File: config.mk
export PLATFORM = sky130hd
export DESIGN_NAME = asi_dump_top
export DESIGN_NICKNAME = d
export VERILOG_FILES = /design/src/asi_dump_pkg.sv /design/src/asi_symbol_packer.sv /design/src/asi_dump_fifo.sv /design/src/asi_dump_stats.sv /design/src/asi_dump_top.sv
export SDC_FILE = /design/constraint.sdc
export NUM_CORES = 1
export LEC_CHECK = 0
export ABC_AREA = 1
export BUFFER_PORTS_ARGS = -buffer_cell sky130_fd_sc_hd__buf_4
export CORE_ASPECT_RATIO = 1.25
export CORE_MARGIN = 1
export CORE_UTILIZATION = 40
export DETAILED_ROUTE_END_ITERATION = 7
export PLACE_DENSITY = 0.67
export SETUP_SLACK_MARGIN = 0.3
export SLEW_MARGIN = 20
export SYNTH_ARGS = -nofsm -noshare
export SYNTH_HDL_FRONTEND = slang
export SYNTH_SLANG_ARGS = --single-unit
File: constraint.sdc
create_clock -name clk -period 6.5 [get_ports clk]
set_input_delay 0 -clock clk [delete_from_list [all_inputs] [get_ports clk]]
set_output_delay 0 -clock clk [all_outputs]
set_load 0.02 [all_outputs]
File: src/asi_dump_pkg.sv
`default_nettype none

package asi_dump_pkg;

	// one 8b10b symbol as delivered by the deserializer
	localparam int symbol_width = 10;

	localparam int dump_word_width = 32;
	localparam int symbols_per_word = dump_word_width / symbol_width;
	localparam int pad_width = dump_word_width - symbols_per_word * symbol_width;

	// K28.5 comma in both running disparities
	localparam logic [symbol_width-1:0] k28p5_pos = 10'b0101111100;
	localparam logic [symbol_width-1:0] k28p5_neg = 10'b1010000011;

	localparam int fifo_addr_width = 4;
	localparam int fifo_depth = 1 << fifo_addr_width;

	localparam int stat_width = 16; // every statistics counter has this width

	// a dump word seen either as one raw word or as its symbol slots
	typedef union packed {
		logic [dump_word_width-1:0] raw;
		struct packed {
			logic [pad_width-1:0]    pad;   // always zero
			logic [symbol_width-1:0] slot2;
			logic [symbol_width-1:0] slot1;
			logic [symbol_width-1:0] slot0; // first symbol of the word
		} slots;
	} dump_word_u;

endpackage

`default_nettype wire

File: src/asi_symbol_packer.sv
`timescale 1ns/10ps
`default_nettype none

module asi_symbol_packer
	import asi_dump_pkg::*;
(
	input  logic                       clk,
	input  logic                       rst_n,
	input  logic                       ce,
	input  logic [symbol_width-1:0]    ts_data,
	input  logic                       flush,
	output logic                       word_wen,
	output logic [dump_word_width-1:0] word_data,
	output logic                       comma_seen
);

	dump_word_u pack_q; // symbols gathered so far for the current word
	dump_word_u pack_d;
	logic [1:0] slot_idx; // also the number of pending symbols
	logic [1:0] fill_d;
	logic       is_comma;
	logic       take;
	logic       emit;

	// word waiting one cycle before it goes out with word_wen
	logic                       ready;
	logic [dump_word_width-1:0] ready_word;

	always_comb begin
		is_comma = (ts_data == k28p5_pos) || (ts_data == k28p5_neg);
		take = ce && !is_comma;

		pack_d = pack_q;
		fill_d = slot_idx;
		if (take) begin
			case (slot_idx)
				2'd0: pack_d.slots.slot0 = ts_data;
				2'd1: pack_d.slots.slot1 = ts_data;
				default: pack_d.slots.slot2 = ts_data;
			endcase
			fill_d = slot_idx + 2'd1;
		end

		// a flush counts the symbol sampled at the same edge as pending
		emit = (take && (slot_idx == 2'(symbols_per_word - 1))) ||
			(flush && (fill_d != 2'd0));
	end

	always_ff @(posedge clk) begin
		if (!rst_n) begin
			pack_q <= '0;
			slot_idx <= 2'd0;
			ready <= 1'b0;
		end else begin
			ready <= emit;
			if (emit) begin
				// unused slots are already zero since the buffer starts clear
				pack_q <= '0;
				slot_idx <= 2'd0;
			end else begin
				pack_q <= pack_d;
				slot_idx <= fill_d;
			end
		end
	end

	always_ff @(posedge clk) begin
		if (emit) begin
			ready_word <= pack_d.raw;
		end
	end

	always_ff @(posedge clk) begin
		if (!rst_n) begin
			word_wen <= 1'b0;
			word_data <= '0;
			comma_seen <= 1'b0;
		end else begin
			word_wen <= ready;
			if (ready) begin
				word_data <= ready_word;
			end
			comma_seen <= ce && is_comma; // one pulse per comma, buffer untouched
		end
	end

endmodule

`default_nettype wire

File: src/asi_dump_fifo.sv
`timescale 1ns/10ps
`default_nettype none

module asi_dump_fifo
	import asi_dump_pkg::*;
(
	input  logic                       clk,
	input  logic                       rst_n,
	input  logic                       wen,
	input  logic [dump_word_width-1:0] wdata,
	input  logic                       ren,
	output logic [dump_word_width-1:0] rdata,
	output logic                       rvalid,
	output logic                       empty,
	output logic                       full,
	output logic                       drop
);

	logic [dump_word_width-1:0] mem [fifo_depth];

	logic [fifo_addr_width-1:0] wr_ptr;
	logic [fifo_addr_width-1:0] rd_ptr;
	logic [fifo_addr_width:0]   count; // one bit wider so 16 fits
	logic                       do_wr;
	logic                       do_rd;

	assign empty = (count == '0);
	assign full = (count == (fifo_addr_width + 1)'(fifo_depth));

	// a read frees the slot in the same cycle, so a full FIFO still takes the word
	assign do_rd = ren && !empty;
	assign do_wr = wen && (!full || do_rd);

	always_ff @(posedge clk) begin
		if (do_wr) begin
			mem[wr_ptr] <= wdata;
		end
	end

	always_ff @(posedge clk) begin
		if (!rst_n) begin
			wr_ptr <= '0;
			rd_ptr <= '0;
			count <= '0;
			rdata <= '0;
			rvalid <= 1'b0;
			drop <= 1'b0;
		end else begin
			rvalid <= do_rd;
			drop <= wen && !do_wr;

			if (do_wr) begin
				wr_ptr <= wr_ptr + 1'b1;
			end

			if (do_rd) begin
				rdata <= mem[rd_ptr]; // old contents even when wr_ptr points here too
				rd_ptr <= rd_ptr + 1'b1;
			end

			case ({do_wr, do_rd})
				2'b10: count <= count + 1'b1;
				2'b01: count <= count - 1'b1;
				default: count <= count;
			endcase
		end
	end

endmodule

`default_nettype wire

File: src/asi_dump_stats.sv
`timescale 1ns/10ps
`default_nettype none

module asi_dump_stats
	import asi_dump_pkg::*;
(
	input  logic                  clk,
	input  logic                  rst_n,
	input  logic                  comma_seen,
	input  logic                  word_written,
	input  logic                  drop,
	output logic [stat_width-1:0] comma_count,
	output logic [stat_width-1:0] word_count,
	output logic [stat_width-1:0] drop_count
);

	// counts up on a pulse and holds at all ones
	function automatic logic [stat_width-1:0] sat_inc(
		input logic [stat_width-1:0] value,
		input logic                  pulse
	);
		logic [stat_width-1:0] result;
		result = value;
		if (pulse && (value != '1)) begin
			result = value + 1'b1;
		end
		return result;
	endfunction

	always_ff @(posedge clk) begin
		if (!rst_n) begin
			comma_count <= '0;
			word_count <= '0;
			drop_count <= '0;
		end else begin
			comma_count <= sat_inc(comma_count, comma_seen);
			word_count <= sat_inc(word_count, word_written); // stored and dropped words alike
			drop_count <= sat_inc(drop_count, drop);
		end
	end

endmodule

`default_nettype wire

File: src/asi_dump_top.sv
`timescale 1ns/10ps
`default_nettype none

module asi_dump_top
	import asi_dump_pkg::*;
(
	input  logic                       clk,
	input  logic                       rst_n,
	input  logic                       ce,
	input  logic [symbol_width-1:0]    ts_data,
	input  logic                       flush,
	input  logic                       dump_rd,
	output logic [dump_word_width-1:0] dump_data,
	output logic                       dump_data_valid,
	output logic                       dump_empty,
	output logic                       dump_full,
	output logic [stat_width-1:0]      comma_count,
	output logic [stat_width-1:0]      word_count,
	output logic [stat_width-1:0]      drop_count
);

	logic                       word_wen;
	logic [dump_word_width-1:0] word_data;
	logic                       comma_seen;
	logic                       drop;

	asi_symbol_packer asi_symbol_packer_i (
		.clk        (clk),
		.rst_n      (rst_n),
		.ce         (ce),
		.ts_data    (ts_data),
		.flush      (flush),
		.word_wen   (word_wen),
		.word_data  (word_data),
		.comma_seen (comma_seen)
	);

	// words go straight in, a full FIFO loses them and reports it on drop
	asi_dump_fifo asi_dump_fifo_i (
		.clk    (clk),
		.rst_n  (rst_n),
		.wen    (word_wen),
		.wdata  (word_data),
		.ren    (dump_rd),
		.rdata  (dump_data),
		.rvalid (dump_data_valid),
		.empty  (dump_empty),
		.full   (dump_full),
		.drop   (drop)
	);

	asi_dump_stats asi_dump_stats_i (
		.clk          (clk),
		.rst_n        (rst_n),
		.comma_seen   (comma_seen),
		.word_written (word_wen),
		.drop         (drop),
		.comma_count  (comma_count),
		.word_count   (word_count),
		.drop_count   (drop_count)
	);

endmodule

`default_nettype wire

=== After elaboration in Yosys (flattened, before gate mapping) ===
Memories as Yosys holds them, arrays and structs flattened. A register that Yosys moved wholly into a read port is not among the register bits.
Index checks and enable logic that the tools add are counted.
W data, S select, Z words.

* Memories kept: 1
* Logic and storage cells: 68
* Bits in registers: 190
* Bits in writable memories: 480
* Input bits: 15

* Reduce and logical (&&, ||, !) cells: 24
* Equal/unequal tests: 10
* Mux-type cells: 8
* $add $sub $neg: 8
* Bitwise logic cells: 1

{| class="wikitable"
|+ Memories
! name !! depth !! width !! rd ports !! clocked after memory_dff !! write ports !! RTL line !! text
|-
| asi_dump_fifo_i.mem || 16 || 30 || 1 || 1 || 1 || asi_dump_fifo.sv:19 || <nowiki>logic [dump_word_width-1:0] mem [fifo_depth];</nowiki>
|}

{| class="wikitable"
|+ Operator list
! cell !! number
|-
| $add A16 B1 Y16 const B || 3
|-
| $ne A16 B16 Y1 const B || 3
|-
| $mux W10 || 3
|-
| $mux W30 || 1
|-
| $eq A10 B10 Y1 const B || 1
|-
| $eq A10 B9 Y1 const B || 1
|-
| $logic_and A1 B1 Y1 || 10
|-
| $pmux W5 S2 || 1
|-
| $add A4 B1 Y4 const B || 2
|-
| $add A5 B1 Y5 const B || 1
|-
| $eq A5 B5 Y1 const B || 1
|-
| $logic_not A1 Y1 || 5
|-
| $logic_not A5 Y1 || 1
|-
| $sub A5 B1 Y5 const B || 1
|-
| $eq A2 B1 Y1 const B || 2
|-
| $eq A2 B2 Y1 const B || 2
|-
| $reduce_bool A2 Y1 || 2
|-
| $reduce_or A2 Y1 || 2
|-
| $logic_or A1 B1 Y1 || 3
|-
| $add A2 B1 Y2 const B || 1
|-
| $logic_not A2 Y1 || 1
|-
| $mux W1 || 2
|-
| $mux W2 || 1
|-
| $not A1 Y1 || 1
|}

=== Longest topological paths before layout ===
Gate-level depths: netlist of the first run.

* Depth in word-level cells: 9
* Depth in mapped cells: 13

=== Cells and area by module ===
Synthesis of the first run repeated with hierarchy kept, for this count alone.

* Cell total of the unflattened synthesis: 3099
* Area, all modules: 29763.5 um^2

{| class="wikitable"
|+ Modules (own cells, without submodules)
! module !! cells an instance !! area an instance (um^2) !! instances !! seq. area each (um^2)
|-
| asi_dump_fifo || 2266 || 23558.8 || 1 || 16315.6
|-
| asi_symbol_packer || 384 || 3444.6 || 1 || 2202.1
|-
| asi_dump_stats || 449 || 2760.1 || 1 || 960.9
|}

=== Worst setup path after synthesis of the first run ===
OpenSTA, ideal clock, no wires.

* Path kind: flip-flop to flip-flop
* Start: register asi_dump_fifo_i.count[0]
* End: memory asi_dump_fifo_i.mem[11][0] (netlist bit) (enable)
* Library setup time: 0.417 ns
* Path buffers: 0
* Arrival: 2.420 ns
* Path slack: 3.663 ns
* Stages on the path, launching flop included: 7
* Required time: 6.083 ns
* Path through: dfxtp_1 > nor2_1 > nand4_1 > nand2_2 > a21oi_2 > nand2_1 > nor2_1

* Word-level cells in the longest chain between the ends: 7
* Elaborated cells between the ends (all ways): 9
* Those cells by class: eq/ne: 1; mux: 2; reduce/logical: 6

{| class="wikitable"
|+ Ends and longest elaborated chain
! what !! RTL line !! text
|-
| start: declaration || asi_dump_fifo.sv:23 || <nowiki>logic [fifo_addr_width:0] count;</nowiki>
|-
| start signal: assignment || asi_dump_fifo.sv:62 || <nowiki>2'b10: count <= count + 1'b1;</nowiki>
|-
| start signal: assignment || asi_dump_fifo.sv:63 || <nowiki>2'b01: count <= count - 1'b1;</nowiki>
|-
| start signal: assignment || asi_dump_fifo.sv:64 || <nowiki>default: count <= count;</nowiki>
|-
| $logic_not A5 Y1 || asi_dump_fifo.sv:27 || <nowiki>assign empty = (count == '0);</nowiki>
|-
| $logic_not A1 Y1 || asi_dump_fifo.sv:31 || <nowiki>assign do_rd = ren && !empty;</nowiki>
|-
| $logic_and A1 B1 Y1 || asi_dump_fifo.sv:31 ||
|-
| $logic_or A1 B1 Y1 (*) || asi_dump_fifo.sv:32 || <nowiki>assign do_wr = wen && (!full || do_rd);</nowiki>
|-
| $logic_and A1 B1 Y1 (*) || asi_dump_fifo.sv:32 ||
|-
| $mux W1 (*) || asi_dump_fifo.sv:35 || <nowiki>if (do_wr) begin</nowiki>
|-
| $mux W1 (implied by the code) (*) || asi_dump_fifo.sv:36 || <nowiki>mem[wr_ptr] <= wdata;</nowiki>
|-
| end: declaration || asi_dump_fifo.sv:19 ||
|}

Mark *: on every way between the ends. The rest lies on a longest branch, timed or not.

=== Worst setup path after layout of the first run ===
* Start: input ts_data[0]
* End: register asi_symbol_packer_i.pack_q[18] (netlist bit)

* Word-level cells in the longest chain between the ends: 9
* Elaborated cells between the ends (all ways): 12
* Those cells by class: eq/ne: 2; mux: 2; reduce/logical: 8

{| class="wikitable"
|+ Ends and longest elaborated chain
! what !! RTL line !! text
|-
| start: declaration || asi_dump_top.sv:10 || <nowiki>input logic [symbol_width-1:0] ts_data,</nowiki>
|-
| $eq A10 B9 Y1 or $eq A10 B10 Y1 (tied branches) || asi_symbol_packer.sv:30 || <nowiki>is_comma = (ts_data == k28p5_pos) || (ts_data == k28p5_neg);</nowiki>
|-
| $logic_or A1 B1 Y1 (*) || asi_symbol_packer.sv:30 ||
|-
| $logic_not A1 Y1 (*) || asi_symbol_packer.sv:31 || <nowiki>take = ce && !is_comma;</nowiki>
|-
| $logic_and A1 B1 Y1 (*) || asi_symbol_packer.sv:31 ||
|-
| $mux W2 || asi_symbol_packer.sv:35 || <nowiki>if (take) begin</nowiki>
|-
| $reduce_bool A2 Y1 || asi_symbol_packer.sv:46 || <nowiki>(flush && (fill_d != 2'd0));</nowiki>
|-
| $logic_and A1 B1 Y1 || asi_symbol_packer.sv:46 ||
|-
| $logic_or A1 B1 Y1 || asi_symbol_packer.sv:45 || <nowiki>emit = (take && (slot_idx == 2'(symbols_per_word - 1))) ||</nowiki>
|-
| $reduce_or A2 Y1 (no line) || - ||
|-
| end signal: assignment || asi_symbol_packer.sv:61 || <nowiki>pack_q <= pack_d;</nowiki>
|-
| end: declaration || asi_symbol_packer.sv:17 || <nowiki>dump_word_u pack_q;</nowiki>
|}

Marked as above.
A chain may end at the register's enable or synchronous reset.

==> out/metrics.cfg, run 1 <==
[sta]
drv_slew = 0
min_period_ns = 3.31
finalSetupTns_ns = 0
fmax_ghz = 0.302
rsz0062_at_grt = no
hold-worst-slack_ns = 0.348
slew_headroom_pct = 27.2
finalSetupViolations = 0
fin_crit_sh_pct = 50.9
worst_pin_slew_ns = 1.09
skew_ns = 0.0302
hold_viol = 0

[floorplanning]
die_x_um = 233
dieArea_mm2 = 0.0675
num_rows = 105
die_h_um = 290
start_util_pct = 40.5
coreArea_mm2 = 0.0657
io_pins = 98

[pwr]
p_total_mw = 10.7
power_density_mw_per_mm2 = 353
leakage_nw = 10.5
ir_worst_vdd_uv = 239

[layout]
layout_common_cells = nor2_1 (568), edfxtp_1 (510), o21ai_0 (252)
final_layout_size_suffix_gt1_share_pct = 10.5
fin_nets = 2490
mostFrequentLayoutCell = nor2_1
num_antenna_cells = 0
ff_latch_area_mm2 = 0.0185
final_core_util_pct = 46.1
final_cells = 3367
fill_cells = 5863
syn_to_final_growth_pct = 14.0
multi_input_area_mm2 = 0.00708

[routing]
drt-pass1-iter-count = 7
vias = 18200
routed_wl_mm = 65.8
antenna_left = 0
drc_errors = 0
viasPerCell = 5.39
dr.first_iter.drc_count = 1491
wire_per_inst_um = 19.6

[clocking]
cts_sinks = 668
tritoncts = done
cts.path.max_buffers = 3
post_cts_buffers = 0
clock_latency_ns = 0.65
clkTransAtPathRegs_ns = 0.07
cts_buffers = 60
ctsHtreeMaxLevel = 2
cts-root-buf = clkbuf_16

[synth]
synth_compound_area_share_pct = 10.5
netlist.area_leader.share_pct = 57.6
synth-adder-area-share_pct = 0.734
synth_cell_types = 37
yosys.area_share.simple_pct = 14.3
synth-edff-count = 510
synthMuxAreaShare_pct = 0
ys_seq_area_share_pct = 69.5
synth_area_per_cell_um2 = 11.1
netlist_area_mm2 = 0.0266
ys.flop_type = edfxtp_1
synth-seq-cells = 668
synth_top_area_cell = edfxtp_1
synth-xor-area-share_pct = 0.527
ys_async_sr_fraction_pct = 0
yosysWarnings = 0
synth_top_family_by_area = simple AND/OR/NAND/NOR gates
synth_area_leaders = edfxtp_1 (58%), dfxtp_1 (12%), nor2_1 (8.3%), o21ai_0 (4.7%), o211ai_1 (3.4%)
synthCells = 2393

[run_status]
status = complete, no violations

[job]
maxCapViolations = 0

[critical_path]
critical_path_peak_fanout = 32
cp-start-kind = input pin
crit_required_ns = 7.03
endpoint_kind = register
crit_arrival_ns = 3.84
critPathKind = input pin to register

[grt]
grt_max_degree = 152
grt_pass1_wl_mm = 101
grt.total_usage_pct = 19.4
first_global_vias = 17700
antenna_found_initial = 0
grt.overflow.total = 0

[placed_design]
place_inst = 3235
dp_hpwl_mm = 34.6
place_congestion = 0.813
portBuffers = 95

[hold_path]
min_path_type = input pin to register

Yosys cell counts, types with 14 or more instances:
cell type	count
a21oi_1	73
buf_1	14
buf_2	43
clkbuf_1	67
dfxtp_1	158
edfxtp_1	510
ha_1	14
inv_1	124
nand2_1	127
nand3_1	154
nor2_1	585
nor3_1	18
o211ai_1	120
o21ai_0	252
o21ai_1	48
worst max-delay path, stage by stage:
cell	delay [ns]
dlygate4sd3_1	0.56
buf_4	0.13
nor2_1	0.04
dlygate4sd3_1	0.56
nand3_2	0.14
dlygate4sd3_1	0.57
nand4_1	0.09
dlygate4sd3_1	0.59
nand2_1	0.10
nand2_1	0.06
nand2_1	0.11
nand3_2	0.59
nor2_1	0.29
cell type report:
cell class	instances	share of cell area [%]
inverter	131	1.67
tap	856	3.54
clock buffer	81	5.52
clock inverter	32	1.18
timing repair buffer	144	3.73
sequential	668	61.0
multi-input combinational	1455	23.4
logic make-up (layout without fill, tap and decap cells):
family                   after synthesis  in the layout
XOR/XNOR                              16             16
AO/OA/AOI/OAI                        497            497
AND/OR/NAND/NOR                      925            925
adder cells (fa/ha/maj)               15             15
other                                  1              2
buffers and inverters                271            388
flip-flops                           668            668
sequential cells by signal (all words and copies together), names as in the netlist, 5 cells and up:
name                            count
asi_dump_fifo_i.count               5
asi_dump_fifo_i.mem               480
asi_dump_fifo_i.rdata              30
asi_dump_stats_i.comma_count       16
asi_dump_stats_i.drop_count        16
asi_dump_stats_i.word_count        16
asi_symbol_packer_i.pack_q         30
asi_symbol_packer_i.ready_word     30
asi_symbol_packer_i.word_data      30
per-stage QoR:
stage | worst slack, ns | area (µm²)
floorplan | 3.66 | 26600
global placement | 3.64 | 28100
detailed placement | 3.64 | 28100
CTS | 3.23 | 30300
global route | 2.96 | 30300
finish | 3.19 | 30300
where the power goes:
part / total (mW) / switching, mW / internal, mW
clock network: 3.61 / 1.56 / 2.05
logic: 2.05 / 1.37 / 0.681
registers: 5.04 / 0.253 / 4.79
total: 10.7 / 3.19 / 7.52
layer usage:
layer / up-vias / global-route usage (%) / routed length (µm)
met1: 8844 / 24.7 / 26600
met2: 686 / 33.8 / 33100
met3: 121 / 2.40 / 4040
met5: - / 0 / 0
met4: 0 / 7.03 / 2130
li1: 8503 / - / -
final timing paths:
kind / cells past startpoint / to / slack, ns / start
max: 13 / asi_symbol_packer_i.pack_q[18]$_SDFF_PP0_ / 3.19 / ts_data[0]
min: 6 / asi_symbol_packer_i.pack_q[7]$_SDFF_PP0_ / 0.35 / ts_data[7]
max reg2reg: 10 / asi_dump_fifo_i.rdata[18]$_SDFFE_PN0P_ / 3.65 / asi_dump_fifo_i.rd_ptr[0]$_SDFFE_PN0P_
min reg2reg: 2 / asi_symbol_packer_i.word_data[18]$_SDFFE_PN0P_ / 0.48 / asi_symbol_packer_i.ready_word[18]$_DFFE_PP_
repair_timing:
action,CTS,global route
resized for setup,0,0
hold buffers,19,0
hold endpoints to repair,107,0
No activity file was read; power rests on OpenSTA's default activity.
==> run 2: changes to the inputs <==
- ABC_AREA: 1 -> 0
- clock period: 6.5 -> 3.2 ns (I/O delays scaled with it)
==> run 2 against run 1 <==
Sequential share of layout area is 0.44 points higher. Non-clock buffer count is 7 higher. Highest routed layer unchanged. Critical path depth is 6 lower. Largest cell class unchanged. Area after synthesis is 3.5% lower.
==> out/metrics.cfg, run 2 <==
[floorplanning]
num_rows = 103
die_h_um = 285
dieArea_mm2 = 0.0651
io_pins = 98
coreArea_mm2 = 0.0633
start_util_pct = 40.5
die_x_um = 228

[placed_design]
portBuffers = 95
place_congestion = 0.810
place_inst = 2364
dp_hpwl_mm = 33.4

[routing]
wl_met3_mm = 3.51
wl_met1_mm = 22.7
drt-pass1-iter-count = 6
routed_wl_mm = 54.4
viasPerCell = 5.47
antenna_left = 0
route.top_layer_used = met4
drc_errors = 0
dr_wl_met2_mm = 27.2
vias = 13700
dr.first_iter.drc_count = 1158
wire_per_inst_um = 21.7

[synth]
synth-edff-count = 510
synth_top_area_cell = edfxtp_1
synth_area_leaders = edfxtp_1 (60%), dfxtp_1 (12%), mux4_2 (11%), a22oi_1 (1.8%), mux2i_1 (1.7%)
synth_compound_area_share_pct = 5.68
synth_top_family_by_area = multiplexers
yosys-top-cells-count = edfxtp_1 (510), dfxtp_1 (158), mux4_2 (120)
synth_area_per_cell_um2 = 17.5
ys_seq_area_share_pct = 72.1
yosys.area_share.simple_pct = 5.42
netlist.area_leader.share_pct = 59.7
synthMuxAreaShare_pct = 13.6
netlist_area_mm2 = 0.0256
synthCells = 1465
ys_async_sr_fraction_pct = 0
synth-adder-area-share_pct = 0.761
synth_cell_types = 65
ys.flop_type = edfxtp_1
synth-xor-area-share_pct = 1.02
yosysWarnings = 0
synth-seq-cells = 668
yosysMostFrequentCell = edfxtp_1

[critical_path]
crit_required_ns = 3.74
worstRegToRegCells = 7
cp-start-kind = register
r2r_slack_ns = 0.55
critPathKind = register to register
startpoint = asi_symbol_packer_i.slot_idx[0]$_SDFF_PP0_
rr_startpoint = asi_symbol_packer_i.slot_idx[0]$_SDFF_PP0_
endpoint_kind = register
critical_path_peak_fanout = 12
r2r-end = asi_symbol_packer_i.pack_q[2]$_SDFF_PP0_
crit_arrival_ns = 3.19

[sta]
fin_crit_sh_pct = 82.7
finalSetupTns_ns = 0
slew_headroom_pct = 32.0
drv_slew = 0
fmax_ghz = 0.378
rsz0062_at_grt = no
skew_ns = 0.0271
hold_viol = 0
min_period_ns = 2.65
finalSetupViolations = 0
worst_pin_slew_ns = 1.02

[clocking]
tritoncts = done
cts_sinks = 668
ctsHtreeMaxLevel = 3
cts.path.max_buffers = 3
clkTransAtPathRegs_ns = 0.06
clock_latency_ns = 0.61
cts_buffers = 69
cts-root-buf = clkbuf_16

[pwr]
leakage_nw = 10.1
p_switching_mw = 4.91
intPower_mw = 15.6
clockPowerShare_pct = 39.1
p_comb_share_pct = 13.3
power_density_mw_per_mm2 = 682
p_seq_share_pct = 47.6
switching_share_pct = 23.9
ir_worst_vdd_uv = 376
p_total_mw = 20.5

[layout]
num_antenna_cells = 0
syn_to_final_growth_pct = 17.3
layout_common_cells = edfxtp_1 (510), dfxtp_1 (155), buf_4 (127)
largest_register_ffs = 480
fill_cells = 5218
mostFrequentLayoutCell = edfxtp_1
final_layout_size_suffix_gt1_share_pct = 24.3
top_register = asi_dump_fifo_i.mem
fin_nets = 1641
final_cells = 2508

[hold_path]
holdPathStages = 3
min_path_type = input pin to register
hp-start = flush
whs_endpoint = asi_symbol_packer_i.slot_idx[1]$_SDFF_PP0_

[grt]
first_global_vias = 14000
grt.overflow.total = 0
grt_max_degree = 82
grt.total_usage_pct = 16.9
grt_pass1_wl_mm = 84.2
antenna_found_initial = 0

[run_status]
status = complete, no violations

[job]
maxCapViolations = 0

[run 2: routing by layer]
metal | vias up | GRT usage [%]
met3 | 73 | 3.60
met4 | 0 | 5.08
met2 | 452 | 28.7
met5 | - | 0
met1 | 7047 | 21.8
li1 | 6139 | -
[run 2: timing repair]
item	CTS	global route
endpoints found under the setup margin	0	1
hold buffers	16	0
endpoints found under the hold margin	81	0
resized for setup	0	1
buffers inserted	0	0
[run 2: power by group through the flow]
stage / sequential [mW] / clock [mW] / combinational (mW)
after global routing: 9.81 / 8.53 / 2.94
after CTS: 9.78 / 8.20 / 2.78
after detailed placement: 9.96 / 0 / 2.75
after global placement: 9.94 / 0 / 2.72
after floorplan: 9.95 / 0 / 1.89
final: 9.77 / 8.04 / 2.72
[run 2: how the worst max path moves through the flow]
stage,to,slack [ns],depth (start not counted)
after global routing,asi_symbol_packer_i.pack_q[12]$_SDFF_PP0_,0.36,7
after CTS,asi_dump_fifo_i.count[4]$_SDFFE_PN0P_,0.48,8
after global placement,asi_dump_fifo_i.count[4]$_SDFFE_PN0P_,0.57,8
after floorplan,asi_dump_fifo_i.mem[1][0]$_DFFE_PP_,-0.34,5
final,asi_symbol_packer_i.pack_q[2]$_SDFF_PP0_,0.55,7
after detailed placement,asi_dump_fifo_i.count[4]$_SDFFE_PN0P_,0.48,8
[run 2: worst max-delay path: stages (launching register included)]
cell and delay [ns]:
dfxtp_1 0.40, inv_1 0.09, ha_1 0.31, nand2b_1 0.14
a21oi_1 0.32, and4b_1 0.54, and2_0 0.55, a22o_1 0.24
[run 2: area by class of cell]
| type | instances | area, µm² | area share [%] |
|---|---|---|---|
| clock buffer | 94 | 1960 | 6.50 |
| tap | 840 | 1050 | 3.49 |
| multi-input combinational | 711 | 6950 | 23.1 |
| timing repair buffer | 151 | 1270 | 4.23 |
| clock inverter | 34 | 329 | 1.09 |
| sequential | 668 | 18500 | 61.5 |
| inverter | 10 | 37.5 | 0.125 |
[run 2: logic make-up after synthesis]
group	count (synthesis)
simple gates	281
other cells	1
compound gates	189
buf+inv	87
fa+ha+maj	15
flops	668
xor+xnor	30
mux	194
[run 2: stage by stage]
stage / cell area [µm²] / worst slack [ns] / hold WS [ns] / util [%]
floorplan: 25700 / -0.340 / 0.0777 / -
global placement: 27600 / 0.565 / 0.190 / 43.7
detailed placement: 27600 / 0.475 / 0.196 / 43.7
CTS: 30100 / 0.475 / 0.116 / 47.5
global route: 30100 / 0.360 / 0.133 / 47.5
finish: 30100 / 0.554 / 0.140 / 47.5
==> run 3: changes to the inputs <==
- PLACE_DENSITY: 0.67 -> 0.69
- clock period: 3.2 -> 2.3 ns (I/O delays scaled with it)
==> run 3 against run 2 <==
Sequential power increased by 38%. Sequential share of layout area decreased by 4.6 points. Design area increased by 8.1%. Non-clock buffer count increased by 131. Flip-flop and latch count unchanged. Clock power increased by 23%. Critical path depth increased by 3. Combinational power increased by 110%. First-iteration DRC count increased by 7.5%. Wire length increased by 21%. Clock-buffer cell count decreased by 10. Cell count increased by 5.6%. Critical endpoint is now asi_dump_fifo_i.mem[2][9]$_DFFE_PP_. Largest power group unchanged.
==> out/metrics.cfg, run 3 (synthesis gave the netlist of run 2 again) <==
[layout]
syn_to_final_growth_pct = 26.9
final_layout_size_suffix_gt1_share_pct = 33.9
num_antenna_cells = 0
fill_cells = 4894
fin_nets = 1787
largest_register_ffs = 480
mostFrequentLayoutCell = edfxtp_1
layout_common_cells = edfxtp_1 (510), buf_4 (155), dfxtp_1 (151)
top_register = asi_dump_fifo_i.mem

[floorplanning]
num_rows = 103
start_util_pct = 40.5
die_h_um = 285
coreArea_mm2 = 0.0633
dieArea_mm2 = 0.0651
io_pins = 98
die_x_um = 228

[pwr]
power_density_mw_per_mm2 = 893
p_total_mw = 29.1
leakage_nw = 10.9
ir_worst_vdd_uv = 672

[critical_path]
cp-start-kind = register
crit_arrival_ns = 2.69
worstRegToRegCells = 10
critPathKind = register to register
crit_required_ns = 2.69
critical_path_peak_fanout = 8
endpoint_kind = register

[sta]
finalSetupTns_ns = 0
min_period_ns = 2.30
fmax_ghz = 0.435
rsz0062_at_grt = yes
hold_viol = 0
skew_ns = 0.0307
drv_slew = 0
worst_pin_slew_ns = 0.951
fin_crit_sh_pct = 99.9
finalSetupViolations = 0
slew_headroom_pct = 36.6

[grt]
grt_max_degree = 61
grt.overflow.total = 0
grt_pass1_wl_mm = 93.7
first_global_vias = 15000
grt.total_usage_pct = 19.0
antenna_found_initial = 0

[clocking]
tritoncts = done
cts_sinks = 668
clock_latency_ns = 0.63
ctsHtreeMaxLevel = 2
cts-root-buf = clkbuf_16
cts.path.max_buffers = 3
clkTransAtPathRegs_ns = 0.07
cts_buffers = 60

[routing]
dr.first_iter.drc_count = 1245
routed_wl_mm = 65.8
wire_per_inst_um = 24.8
vias = 14900
viasPerCell = 5.64
antenna_left = 0
drt-pass1-iter-count = 5
drc_errors = 0

[hold_path]
holdPathStages = 3
min_path_type = input pin to register

[placed_design]
place_congestion = 0.807
dp_hpwl_mm = 33.7
portBuffers = 95

[job]
maxCapViolations = 0

[run_status]
status = complete, no violations

-- run 3: cell types whose count changed in the layout (fill, tap and decap cells not counted), sizes merged --
cell	change
bufinv	-3
clkbuf	+6
o22ai	+1
nor2	+23
clkinvlp	+4
buf	+116
dlygate4sd3	-1
clkinv	-6
-- run 3: path summary, 6_finish.rpt --
| kind | slack, ns | endpoint | start |
|---|---|---|---|
| max | 0.003 | asi_dump_fifo_i.mem[2][9]$_DFFE_PP_ | asi_dump_fifo_i.count[3]$_SDFFE_PN0P_ |
| min | 0.12 | asi_symbol_packer_i.slot_idx[1]$_SDFF_PP0_ | flush |
| max reg2reg | 0.003 | asi_dump_fifo_i.mem[2][9]$_DFFE_PP_ | asi_dump_fifo_i.count[3]$_SDFFE_PN0P_ |
| min reg2reg | 0.47 | asi_symbol_packer_i.pack_q[14]$_SDFF_PP0_ | asi_symbol_packer_i.pack_q[14]$_SDFF_PP0_ |
-- run 3: per-layer routing --
layer	vias up	wire length, µm	track usage, %
met5	-	0	0
met4	0	2870	7.28
met3	147	3640	2.65
met2	607	34600	34.2
met1	7719	24600	23.0
li1	6461	-	-
-- run 3: critical path, cell delays in order (launching register included) --
cell,delay [ns]
dfxtp_2,0.33
or4_4,0.55
o31a_1,0.28
buf_6,0.15
buf_8,0.14
nand2_8,0.06
buf_6,0.12
buf_6,0.10
nor3_4,0.04
buf_6,0.15
buf_12,0.14
-- run 3: cell type report --
type	count	area, µm²	share of cell area, %
tap	840	1050	3.23
sequential	668	18500	56.8
multi-input combinational	735	7640	23.5
clock buffer	84	1700	5.22
clock inverter	29	225	0.692
timing repair buffer	282	3390	10.4
inverter	10	37.5	0.115
-- run 3: metrics by stage --
| stage | hold WS [ns] | utilization, % | instances | setup slack, ns | cell area [µm²] |
|---|---|---|---|---|---|
| floorplan | 0.0772 | - | 1466 | -0.0149 | 25800 |
| detailed placement | 0.192 | 44.3 | 2391 | -0.127 | 28000 |
| global placement | 0.185 | 44.3 | 2391 | -0.115 | 28000 |
| global route | 0.112 | 51.4 | 2648 | -0.0644 | 32500 |
| finish | 0.117 | 51.4 | 2648 | 0.00280 | 32500 |
| CTS | 0.0920 | 50.0 | 2600 | 0.00937 | 31600 |
-- run 3: timing repair --
action                     CTS  global route
cloned                      36            17
hold endpoints to repair    96             0
gates resized for setup     95            91
pin swaps                   39            59
buffers inserted            45            31
hold buffers                15             0
setup endpoints to repair  533           548
-- run 3: where the power goes --
group          total [mW]  leakage [nW]  internal (mW)  switching, mW
registers            13.5          6.02           13.2          0.283
logic                5.67          3.94           3.13           2.53
clock network        9.88         0.928           5.41           4.47
